<file path="src/eth_pkg.sv">
`default_nettype none

package eth_pkg;

    localparam int mac_interface_w = 128;
    localparam int mac_padbytes_w  = 4;
    localparam int mac_addr_w      = 48;

    // Byte 0 is the most significant byte of a beat.
    // The destination address occupies bytes 0 to 5 and the source address bytes 6 to 11.
    localparam int dst_addr_msb = mac_interface_w - 1;
    localparam int src_addr_msb = mac_interface_w - 1 - mac_addr_w;

    localparam logic [mac_addr_w-1:0] local_mac_addr = 48'h02_00_00_00_00_01;
    localparam logic [mac_addr_w-1:0] broadcast_addr = {mac_addr_w{1'b1}};

    // Destination, source and EtherType.
    localparam int min_header_bytes = 14;

endpackage

`default_nettype wire

</file>
<file path="src/loopback_pkg.sv">
`default_nettype none

package loopback_pkg;

    localparam int beat_fifo_depth    = 16;
    localparam int verdict_fifo_depth = 4;
    localparam int count_w            = 16;

    typedef enum logic {
        keep = 1'b0,
        drop = 1'b1
    } verdict_e;

    typedef struct packed {
        logic [eth_pkg::mac_interface_w-1:0] data;
        logic                                last;
        logic [eth_pkg::mac_padbytes_w-1:0]  padbytes;
    } beat_t;

endpackage

`default_nettype wire

</file>
<file path="src/eth_fifo.sv">
`default_nettype none

module eth_fifo #(
     parameter type payload_t = logic
    ,parameter int  depth     = 4
) (
     input  wire            clk
    ,input  wire            rst

    ,input  wire            push
    ,input  wire payload_t  push_data
    ,output logic           full

    ,input  wire            pop
    ,output payload_t       pop_data
    ,output logic           empty
);

    localparam int ptr_w = (depth > 1) ? $clog2(depth) : 1;

    payload_t           mem [depth];
    logic [ptr_w-1:0]   wr_ptr;
    logic [ptr_w-1:0]   rd_ptr;
    logic [ptr_w:0]     count;
    logic               do_push;
    logic               do_pop;

    assign full  = (count == (ptr_w+1)'(depth));
    assign empty = (count == '0);

    assign do_push = push && !full;
    assign do_pop  = pop && !empty;

    assign pop_data = mem[rd_ptr];

    always_ff @(posedge clk) begin
        if (do_push) begin
            mem[wr_ptr] <= push_data;
        end
    end

    // Pointers wrap explicitly so that depths other than a power of two work.
    always_ff @(posedge clk) begin
        if (rst) begin
            wr_ptr <= '0;
            rd_ptr <= '0;
            count  <= '0;
        end
        else begin
            if (do_push) begin
                wr_ptr <= (wr_ptr == ptr_w'(depth - 1)) ? '0 : wr_ptr + 1'b1;
            end
            if (do_pop) begin
                rd_ptr <= (rd_ptr == ptr_w'(depth - 1)) ? '0 : rd_ptr + 1'b1;
            end
            case ({do_push, do_pop})
                2'b10:   count <= count + 1'b1;
                2'b01:   count <= count - 1'b1;
                default: count <= count;
            endcase
        end
    end

endmodule

`default_nettype wire

</file>
<file path="src/eth_loopback_top.sv">
`default_nettype none

module eth_loopback_top (
     input  wire                                 clk
    ,input  wire                                 rst

    ,input  wire                                 mac_engine_rx_val
    ,input  wire  [eth_pkg::mac_interface_w-1:0] mac_engine_rx_data
    ,input  wire                                 mac_engine_rx_last
    ,input  wire  [eth_pkg::mac_padbytes_w-1:0]  mac_engine_rx_padbytes
    ,output logic                                engine_mac_rx_rdy

    ,output logic                                engine_mac_tx_val
    ,output logic [eth_pkg::mac_interface_w-1:0] engine_mac_tx_data
    ,output logic                                engine_mac_tx_last
    ,output logic [eth_pkg::mac_padbytes_w-1:0]  engine_mac_tx_padbytes
    ,input  wire                                 mac_engine_tx_rdy

    ,output logic [loopback_pkg::count_w-1:0]    frames_echoed
    ,output logic [loopback_pkg::count_w-1:0]    frames_dropped
);

    logic                                beat_push;
    loopback_pkg::beat_t                 beat_push_data;
    logic                                beat_full;
    logic                                beat_pop;
    loopback_pkg::beat_t                 beat_pop_data;
    logic                                beat_empty;

    logic                                verdict_push;
    loopback_pkg::verdict_e              verdict_push_data;
    logic                                verdict_full;
    logic                                verdict_pop;
    loopback_pkg::verdict_e              verdict_pop_data;
    logic                                verdict_empty;

    logic                                out_val;
    logic [eth_pkg::mac_interface_w-1:0] out_data;
    logic                                out_last;
    logic [eth_pkg::mac_padbytes_w-1:0]  out_padbytes;
    logic                                out_take;

    eth_rx_decode eth_rx_decode_inst (
         .clk                    (clk)
        ,.rst                    (rst)
        ,.mac_engine_rx_val      (mac_engine_rx_val)
        ,.mac_engine_rx_data     (mac_engine_rx_data)
        ,.mac_engine_rx_last     (mac_engine_rx_last)
        ,.mac_engine_rx_padbytes (mac_engine_rx_padbytes)
        ,.engine_mac_rx_rdy      (engine_mac_rx_rdy)
        ,.beat_push              (beat_push)
        ,.beat_data              (beat_push_data)
        ,.beat_full              (beat_full)
        ,.verdict_push           (verdict_push)
        ,.verdict                (verdict_push_data)
        ,.verdict_full           (verdict_full)
    );

    eth_fifo #(
         .payload_t (loopback_pkg::beat_t)
        ,.depth     (loopback_pkg::beat_fifo_depth)
    ) beat_fifo_inst (
         .clk       (clk)
        ,.rst       (rst)
        ,.push      (beat_push)
        ,.push_data (beat_push_data)
        ,.full      (beat_full)
        ,.pop       (beat_pop)
        ,.pop_data  (beat_pop_data)
        ,.empty     (beat_empty)
    );

    eth_fifo #(
         .payload_t (loopback_pkg::verdict_e)
        ,.depth     (loopback_pkg::verdict_fifo_depth)
    ) verdict_fifo_inst (
         .clk       (clk)
        ,.rst       (rst)
        ,.push      (verdict_push)
        ,.push_data (verdict_push_data)
        ,.full      (verdict_full)
        ,.pop       (verdict_pop)
        ,.pop_data  (verdict_pop_data)
        ,.empty     (verdict_empty)
    );

    eth_swap_execute eth_swap_execute_inst (
         .clk            (clk)
        ,.rst            (rst)
        ,.verdict        (verdict_pop_data)
        ,.verdict_empty  (verdict_empty)
        ,.verdict_pop    (verdict_pop)
        ,.beat_data      (beat_pop_data)
        ,.beat_empty     (beat_empty)
        ,.beat_pop       (beat_pop)
        ,.out_val        (out_val)
        ,.out_data       (out_data)
        ,.out_last       (out_last)
        ,.out_padbytes   (out_padbytes)
        ,.out_take       (out_take)
        ,.frames_dropped (frames_dropped)
    );

    eth_tx_result eth_tx_result_inst (
         .clk                    (clk)
        ,.rst                    (rst)
        ,.out_val                (out_val)
        ,.out_data               (out_data)
        ,.out_last               (out_last)
        ,.out_padbytes           (out_padbytes)
        ,.out_take               (out_take)
        ,.engine_mac_tx_val      (engine_mac_tx_val)
        ,.engine_mac_tx_data     (engine_mac_tx_data)
        ,.engine_mac_tx_last     (engine_mac_tx_last)
        ,.engine_mac_tx_padbytes (engine_mac_tx_padbytes)
        ,.mac_engine_tx_rdy      (mac_engine_tx_rdy)
        ,.frames_echoed          (frames_echoed)
    );

endmodule

`default_nettype wire

</file>
<file path="src/eth_rx_decode.sv">
`default_nettype none

module eth_rx_decode (
     input  wire                                 clk
    ,input  wire                                 rst

    ,input  wire                                 mac_engine_rx_val
    ,input  wire  [eth_pkg::mac_interface_w-1:0] mac_engine_rx_data
    ,input  wire                                 mac_engine_rx_last
    ,input  wire  [eth_pkg::mac_padbytes_w-1:0]  mac_engine_rx_padbytes
    ,output logic                                engine_mac_rx_rdy

    ,output logic                                beat_push
    ,output loopback_pkg::beat_t                 beat_data
    ,input  wire                                 beat_full

    ,output logic                                verdict_push
    ,output loopback_pkg::verdict_e              verdict
    ,input  wire                                 verdict_full
);

    localparam int beat_bytes = eth_pkg::mac_interface_w / 8;
    localparam int bytes_w    = eth_pkg::mac_padbytes_w + 1;

    logic                               rx_fire;
    logic                               sof;
    logic                               addr_ok_reg;
    logic                               addr_ok_now;
    logic                               frame_addr_ok;
    logic                               frame_short;
    logic [eth_pkg::mac_addr_w-1:0]     dst_addr;
    logic [bytes_w-1:0]                 valid_bytes;

    // A verdict may be due on any beat, so both FIFOs must have room.
    assign engine_mac_rx_rdy = !beat_full && !verdict_full;
    assign rx_fire = mac_engine_rx_val && engine_mac_rx_rdy;

    assign dst_addr = mac_engine_rx_data[eth_pkg::dst_addr_msb -: eth_pkg::mac_addr_w];
    assign addr_ok_now = (dst_addr == eth_pkg::local_mac_addr)
                      || (dst_addr == eth_pkg::broadcast_addr);
    assign frame_addr_ok = sof ? addr_ok_now : addr_ok_reg;

    // Only a frame that ends on its first beat can be shorter than a header.
    assign valid_bytes = bytes_w'(beat_bytes) - {1'b0, mac_engine_rx_padbytes};
    assign frame_short = sof && mac_engine_rx_last
                      && (valid_bytes < bytes_w'(eth_pkg::min_header_bytes));

    always_ff @(posedge clk) begin
        if (rst) begin
            sof         <= 1'b1;
            addr_ok_reg <= 1'b0;
        end
        else if (rx_fire) begin
            sof <= mac_engine_rx_last;
            if (sof) begin
                addr_ok_reg <= addr_ok_now;
            end
        end
    end

    assign beat_push = rx_fire;

    always_comb begin
        beat_data.data     = mac_engine_rx_data;
        beat_data.last     = mac_engine_rx_last;
        beat_data.padbytes = mac_engine_rx_padbytes;
    end

    assign verdict_push = rx_fire && mac_engine_rx_last;
    assign verdict = (frame_addr_ok && !frame_short) ? loopback_pkg::keep : loopback_pkg::drop;

endmodule

`default_nettype wire

</file>
<file path="src/eth_swap_execute.sv">
`default_nettype none

module eth_swap_execute (
     input  wire                                 clk
    ,input  wire                                 rst

    ,input  wire loopback_pkg::verdict_e         verdict
    ,input  wire                                 verdict_empty
    ,output logic                                verdict_pop

    ,input  wire loopback_pkg::beat_t            beat_data
    ,input  wire                                 beat_empty
    ,output logic                                beat_pop

    ,output logic                                out_val
    ,output logic [eth_pkg::mac_interface_w-1:0] out_data
    ,output logic                                out_last
    ,output logic [eth_pkg::mac_padbytes_w-1:0]  out_padbytes
    ,input  wire                                 out_take

    ,output logic [loopback_pkg::count_w-1:0]    frames_dropped
);

    typedef enum logic [1:0] {
        idle    = 2'd0,
        forward = 2'd1,
        discard = 2'd2
    } state_e;

    state_e state_reg;
    state_e state_next;
    logic   first_reg;
    logic   incr_drop;

    always_ff @(posedge clk) begin
        if (rst) begin
            state_reg      <= idle;
            first_reg      <= 1'b0;
            frames_dropped <= '0;
        end
        else begin
            state_reg <= state_next;
            if (verdict_pop) begin
                first_reg <= 1'b1;
            end
            else if (beat_pop) begin
                first_reg <= 1'b0;
            end
            if (incr_drop) begin
                frames_dropped <= frames_dropped + 1'b1;
            end
        end
    end

    // The verdict arrives after the whole frame is stored, so beats never run dry mid-frame.
    always_comb begin
        state_next  = state_reg;
        verdict_pop = 1'b0;
        beat_pop    = 1'b0;
        out_val     = 1'b0;
        incr_drop   = 1'b0;
        case (state_reg)
            idle: begin
                if (!verdict_empty) begin
                    verdict_pop = 1'b1;
                    state_next  = (verdict == loopback_pkg::keep) ? forward : discard;
                end
            end
            forward: begin
                out_val = !beat_empty;
                if (out_val && out_take) begin
                    beat_pop = 1'b1;
                    if (beat_data.last) begin
                        state_next = idle;
                    end
                end
            end
            discard: begin
                if (!beat_empty) begin
                    beat_pop = 1'b1;
                    if (beat_data.last) begin
                        incr_drop  = 1'b1;
                        state_next = idle;
                    end
                end
            end
            default: state_next = idle;
        endcase
    end

    always_comb begin
        out_data = beat_data.data;
        if (first_reg) begin
            out_data[eth_pkg::dst_addr_msb -: eth_pkg::mac_addr_w] =
                beat_data.data[eth_pkg::src_addr_msb -: eth_pkg::mac_addr_w];
            out_data[eth_pkg::src_addr_msb -: eth_pkg::mac_addr_w] =
                beat_data.data[eth_pkg::dst_addr_msb -: eth_pkg::mac_addr_w];
        end
    end

    assign out_last     = beat_data.last;
    assign out_padbytes = beat_data.padbytes;

endmodule

`default_nettype wire

</file>
<file path="src/eth_tx_result.sv">
`default_nettype none

module eth_tx_result (
     input  wire                                 clk
    ,input  wire                                 rst

    ,input  wire                                 out_val
    ,input  wire  [eth_pkg::mac_interface_w-1:0] out_data
    ,input  wire                                 out_last
    ,input  wire  [eth_pkg::mac_padbytes_w-1:0]  out_padbytes
    ,output logic                                out_take

    ,output logic                                engine_mac_tx_val
    ,output logic [eth_pkg::mac_interface_w-1:0] engine_mac_tx_data
    ,output logic                                engine_mac_tx_last
    ,output logic [eth_pkg::mac_padbytes_w-1:0]  engine_mac_tx_padbytes
    ,input  wire                                 mac_engine_tx_rdy

    ,output logic [loopback_pkg::count_w-1:0]    frames_echoed
);

    logic tx_fire;

    assign tx_fire = engine_mac_tx_val && mac_engine_tx_rdy;

    // The register can load whenever it is empty or its beat leaves this cycle.
    assign out_take = !engine_mac_tx_val || mac_engine_tx_rdy;

    always_ff @(posedge clk) begin
        if (rst) begin
            engine_mac_tx_val <= 1'b0;
            frames_echoed     <= '0;
        end
        else begin
            if (out_take) begin
                engine_mac_tx_val <= out_val;
            end
            if (tx_fire && engine_mac_tx_last) begin
                frames_echoed <= frames_echoed + 1'b1;
            end
        end
    end

    always_ff @(posedge clk) begin
        if (out_take && out_val) begin
            engine_mac_tx_data     <= out_data;
            engine_mac_tx_last     <= out_last;
            engine_mac_tx_padbytes <= out_padbytes;
        end
    end

endmodule

`default_nettype wire

</file>
<file path="config.mk">
export PLATFORM = sky130hd
export DESIGN_NAME = eth_loopback_top
export DESIGN_NICKNAME = d
export VERILOG_FILES = /design/src/eth_pkg.sv /design/src/loopback_pkg.sv /design/src/eth_fifo.sv /design/src/eth_loopback_top.sv /design/src/eth_rx_decode.sv /design/src/eth_swap_execute.sv /design/src/eth_tx_result.sv
export SDC_FILE = /design/constraint.sdc
export NUM_CORES = 2
export LEC_CHECK = 0
export ABC_AREA = 0
export ABC_CLOCK_PERIOD_IN_PS = 12800
export BUFFER_PORTS_ARGS = -buffer_cell sky130_fd_sc_hd__buf_2
export CAP_MARGIN = 25
export CORE_MARGIN = 4
export CORE_UTILIZATION = 31
export CTS_BUF_LIST = sky130_fd_sc_hd__clkbuf_8
export CTS_CLUSTER_DIAMETER = 150
export DETAILED_ROUTE_END_ITERATION = 16
export PLACE_DENSITY = 0.46
export SLEW_MARGIN = 20
export SYNTH_ARGS = -nofsm -noshare
export SYNTH_HDL_FRONTEND = slang
export SYNTH_SLANG_ARGS = --single-unit
</file>
<file path="constraint.sdc">
create_clock -name clk -period 12.8 [get_ports clk]
set_input_delay 1.28 -clock clk [delete_from_list [all_inputs] [get_ports clk]]
set_output_delay 1.28 -clock clk [all_outputs]
set_load 0.1 [all_outputs]
</file>
== Word level (Yosys, flattened, before mapping) ==
Memory sizes are Yosys's and may differ from the RTL's. A register that Yosys moved wholly into a read port is not among the register bits.
Index checks and enable logic that the tools add are counted.
Storage, ports and cells
  flip-flop bits (word level): 191
  bits in writable memories: 2132
  input port bits: 137
  output and inout bits: 167
  word-level logic and storage cells: 110
  memories kept: 2
Cells by class
  add/sub/neg operators: 11
  order comparisons: 1
  eq/ne operators: 17
  muxes and demuxes: 34
  reduce and logical (&&, ||, !) cells: 29
Memories
  beat_fifo_inst.mem: words 16, bits a word 133, rd ports 1, clocked after memory_dff 1, wr ports 1, line eth_fifo.sv:21  | payload_t mem [depth];
  verdict_fifo_inst.mem: words 4, bits a word 1, rd ports 1, clocked after memory_dff 1, wr ports 1, line eth_fifo.sv:21
Operators with widths (count)
  two-way mux 96 bit: 1
  equality test 48 x 42 -> 1 bit, second input constant: 1
  equality test 48 bit, second input constant: 1
  adder 16 x 1 -> 16 bit, second input constant: 2
  two-way mux 2 bit: 9
  two-way mux 1 bit: 16
  two-way mux 4 bit: 4
  logical AND 1 bit: 14
  equality test 2 bit, second input constant: 5
  one-hot mux 5 bit (2 select lines): 1
  adder 4 x 1 -> 4 bit, second input constant: 2
  equality test 4 bit, second input constant: 2
  equality test 2 x 1 -> 1 bit, second input constant: 3
  zero test 1 bit: 6
  one-hot mux 2 bit (3 select lines): 1
  one-hot mux 3 bit (2 select lines): 1
  nonzero test 2 bit: 3
  adder 5 x 1 -> 5 bit, second input constant: 1
  equality test 5 bit, second input constant: 1
  zero test 5 bit: 1
  < comparator 5 x 4 -> 1 bit, second input constant: 1
  subtractor 5 x 1 -> 5 bit, second input constant: 1
  subtractor 5 x 4 -> 5 bit, first input constant: 1
  adder 2 x 1 -> 2 bit, second input constant: 2
  10 further kinds: 12

== Longest topological paths before layout ==
  depth in word-level cells: 8
  gate-level depth with buffers: 15
  depth with buffers taken out: 13

== By module ==
From an unflattened synthesis, not the netlist that was laid out.
Second synthesis, totals
  cell total of the unflattened synthesis: 3898
  area total of the unflattened synthesis: 89942.5 um2
By module, submodules not included
  eth_fifo at beat_fifo_inst: times used 1, cells an instance 3178, area an instance 80736.2 um2, sequential area each 64241.6 um2
  eth_tx_result: times used 1, cells an instance 221, area an instance 4792.1 um2, sequential area each 4334.2 um2
  eth_swap_execute: times used 1, cells an instance 252, area an instance 2372.3 um2, sequential area each 380.4 um2
  eth_rx_decode: times used 1, cells an instance 190, area an instance 1390.1 um2, sequential area each 40.0 um2
  eth_fifo at verdict_fifo_inst: times used 1, cells an instance 57, area an instance 651.9 um2, sequential area each 300.3 um2

== Worst setup path after synthesis ==
OpenSTA, ideal clock, no wires.
  kind: register to register
  start: register beat_fifo_inst.count[1]
  end: memory beat_fifo_inst.mem[0][0] in the netlist's numbering (enable)
  library setup time: 0.788 ns
  arrival time: 11.946 ns
  required time: 12.012 ns
  slack: 0.066 ns
  cell stages (with the launch flop): 8
  path buffers: 2
  period minus slack after synthesis: 12.734 ns
  cells stage by stage: dfxtp_1 > clkbuf_1 > nor4_1 > a32oi_1 > and2_0 > clkbuf_1 > nand2_1 > nor3_1
On the way
  longest elaborated chain between the ends: 7
RTL lines
  start: declaration: line eth_fifo.sv:24  | logic [ptr_w:0] count;
  start signal: assignment: line eth_fifo.sv:57  | 2'b10: count <= count + 1'b1;
  start signal: assignment: line eth_fifo.sv:58  | 2'b01: count <= count - 1'b1;
  start signal: assignment: line eth_fifo.sv:59  | default: count <= count;
  equality test 5 bit: line eth_fifo.sv:28  | assign full = (count == (ptr_w+1)'(depth));
  zero test 1 bit: line eth_rx_decode.sv:35  | assign engine_mac_rx_rdy = !beat_full && !verdict_full;
  logical AND 1 bit: line eth_rx_decode.sv:35
  via engine_mac_rx_rdy: line eth_loopback_top.sv:11  | ,output logic engine_mac_rx_rdy
  logical AND 1 bit: line eth_rx_decode.sv:36  | assign rx_fire = mac_engine_rx_val && engine_mac_rx_rdy;
  logical AND 1 bit: line eth_fifo.sv:31  | assign do_push = push && !full;
  two-way mux 1 bit: line eth_fifo.sv:37  | if (do_push) begin
  two-way mux 1 bit (implied by the code): line eth_fifo.sv:38  | mem[wr_ptr] <= push_data;
  end: declaration: line eth_fifo.sv:21
The timed path passes the listed nets, and every way through them passes these cells.

==> impl_results.md <==
* WS Path Type: register to register
* Top cells by count, synth: edfxtp_1 (2265), mux4_2 (620), nand2_1 (181), clkbuf_1 (95), nor2_1 (70)
* Share of cells above drive strength 1 at 0.325
* Netlist Area Pre-Place at just under 0.09 mm²
* Die width at between 500 and 600 µm
* Global-route wire length before repair at 340000 µm
* H-tree depth at 5
* Post-synth EDFFs at roughly 2300
* Fmax at approximately 0.21 GHz
* Top reg by flops: beat_fifo_inst.mem
* GRT Residual Overflow at 0
* Slew Viols, Final at 0
* Sequential area share after synthesis at 0.781
* Outcome: finished, final reports clean
* Yosys reg bits at approximately 2300
* Max-cap violations at 0
* Hold Path Class: register to register
* Net Sw Frac at 0.253
* CTS root buffer: clkbuf_8
* Clock power frac at 0.374
* Hold Startpoint: verdict_fifo_inst.rd_ptr[1]
* Leak at between 30 and 40 nW
* Setup violators final at 0
* Utilization after layout at 0.358
* Fin Setup TNS at 0 ns
* Worst-path clk slew at ~0.06 ns
* Hold_buf cts at 0
* Cell variety after synth at 52
* Slowest cell delay on critical path at approximately 0.7 ns
* Largest net degree at the start of global routing at between 100 and 150
* CP endpoint kind: register
* CTS Buffer Depth at 4
* Total power at approximately 16 mW
* Final WL at ~240000 µm
* CTS Sinks at 2329
* R2R Setup Slk at a little over 8 ns
* Area Growth Syn to Fin at 15.2%
* Die Y at between 500 and 600 µm
* WP data required at about 14 ns
* Routed vias at between 40000 and 50000
* Syn nets at 4041
* Most common cell in the netlist: edfxtp_1
* Power per standard cell area at 159 mW/mm²
* Yosys top cell by area: edfxtp_1
* Psw at 4.11 mW
* GRT Util Overall at 0.160
* Flop pwr share at 0.536
* Gate power share at 0.090
* Row cnt at 196
* DRT antenna net count at 0
* Area fraction of the dominant cell type after synthesis at 0.767
* Detailed placer's ending HPWL at 129000 µm
* Largest cells by area after synthesis: edfxtp_1 (77%), mux4_2 (16%), dfxtp_1 (1.4%)
* Vias per cell at roughly 4.9
* Final period util at 0.370
* Final Hold Viols at 0
* Worst slew margin at 0.246
* Dominant synthesized flop cell: edfxtp_1
* Startpoint type of the worst setup path: register
* PortBufs at just over 300
* Cells after Synth at 3882
* Final GP Congestion at roughly 0.72
* Worst clock skew at between 0.07 and 0.08 ns
* Maximum fanout along the worst path at 95
* Initial antenna violation count at 69
* CTS resizes at 0
* Total Die Area at a little under 0.3 mm²
* WL/cell at roughly 28 µm
* Num CTS Buffers at ~400
* FFs w/ async S/R, synth at 0
* Worst-margin pin slew at between 1 and 1.5 ns
* CTS tree: built
* Mean area per synthesized cell at about 23 µm²
* YS warnings at 0
* RSZ-0062 raised after global routing: no
* Int Power at roughly 12 mW
* Initial Utilization at 0.311
* Cell chain of the critical path: buf_16 > buf_12 > buf_4 > buf_4 > mux4_2 > mux4_2 > mux2_2
* Min Tclk post-route at approximately 4.7 ns
* Core Region at ~0.28 mm²
* DRC Markers at 0
* Top-Level Pins at between 300 and 400
* Critical path's slowest cell: buf_4
* Vias in the first global route at 45000
* Hold WS at ~0.49 ns
* Clock latency on the worst-skew pair at roughly 1.0 ns
* Peak VDD IR at a little over 0.00008 V
* DR iter-0 viols at roughly 3100
* WP data arrival at between 5 and 6 ns
* Final net count at between 4000 and 5000
* Max FFs per register at 2128
* Postcts setup bufs at 0
* Final worst setup slack at 8.06 ns
* Top flop regs: beat_fifo_inst.mem: 2128 flops, eth_tx_result_inst.engine_mac_tx_data: 128 flops
* Pre-antenna DRT Iters at 5
* Pre-CTS setup slack at 7.46 ns
-- power groups by stage --
stage          Clock [mW]  Combinational [mW]  Sequential (mW)
2_1_floorplan           0               0.752             9.14
3_3_place_gp            0                1.49             8.88
5_1_grt              6.70                1.58             8.73
4_1_cts              6.34                1.50             8.73
3_5_place_dp            0                1.50             8.89
6_report             6.09                1.47             8.72
-- per-layer routing --
| layer | up-vias | track usage | share of wire |
|---|---|---|---|
| met5 | - | 0 | 0.00062 |
| met4 | 26 | 0.0498 | 0.028 |
| met3 | 418 | 0.0347 | 0.058 |
| met2 | 1184 | 0.262 | 0.48 |
| met1 | 22900 | 0.214 | 0.43 |
| li1 | 17600 | - | - |
-- per-stage QoR --
stage / instances / area [µm²]
after global routing: 8543 / 102000
after global placement: 7833 / 94800
after floorplan: 3882 / 88700
final: 8556 / 102000
after CTS: 8532 / 102000
after detailed placement: 7838 / 94900
-- critical path, delay by kind of cell (launching register included) --
family / cells / cell delay (ns)
flip-flops: 1 / 0.60
multiplexers: 3 / 1.46
buffers and inverters: 4 / 2.24
-- cell usage in the layout (no fill, tap or decap), drive strengths merged, types with 39 or more instances in the layout --
master and instances:
dfxtp 64, nand2 181, mux4 620, clkbuf 404, a21oi 39, o21ai 50, nor2 70, buf 397
mux2 48, inv 175, edfxtp 2265, clkinv 123
-- worst paths after layout --
| path | to | cells past startpoint |
|---|---|---|
| min | register | 2 |
| max reg2reg | eth_tx_result_inst.engine_mac_tx_data[102] | 7 |
| max | eth_tx_result_inst.engine_mac_tx_data[102] | 7 |
| min reg2reg | register | 2 |
-- kinds of logic after synthesis --
group / share of synthesized area
DFF: 0.781
muxes: 0.167
and+or+nand+nor: 0.0226
buffers and inverters: 0.0118
AOI/OAI and AO/OA: 0.0106
xor gates and xnor gates: 0.00346
adders and majority gates: 0.00319
-- layout make-up --
class                      instances  area, µm²
fill                           26400     183000
sequential                      2329      69300
multi-input combinational       1335      18500
clock buffer                     404       5560
tap                             3762       4710
timing repair buffer             397       2440
clock inverter                   290       1520
inverter                          19       81.3
antenna                           20       50.0
Note: power is estimated with default switching activity, not from simulation.
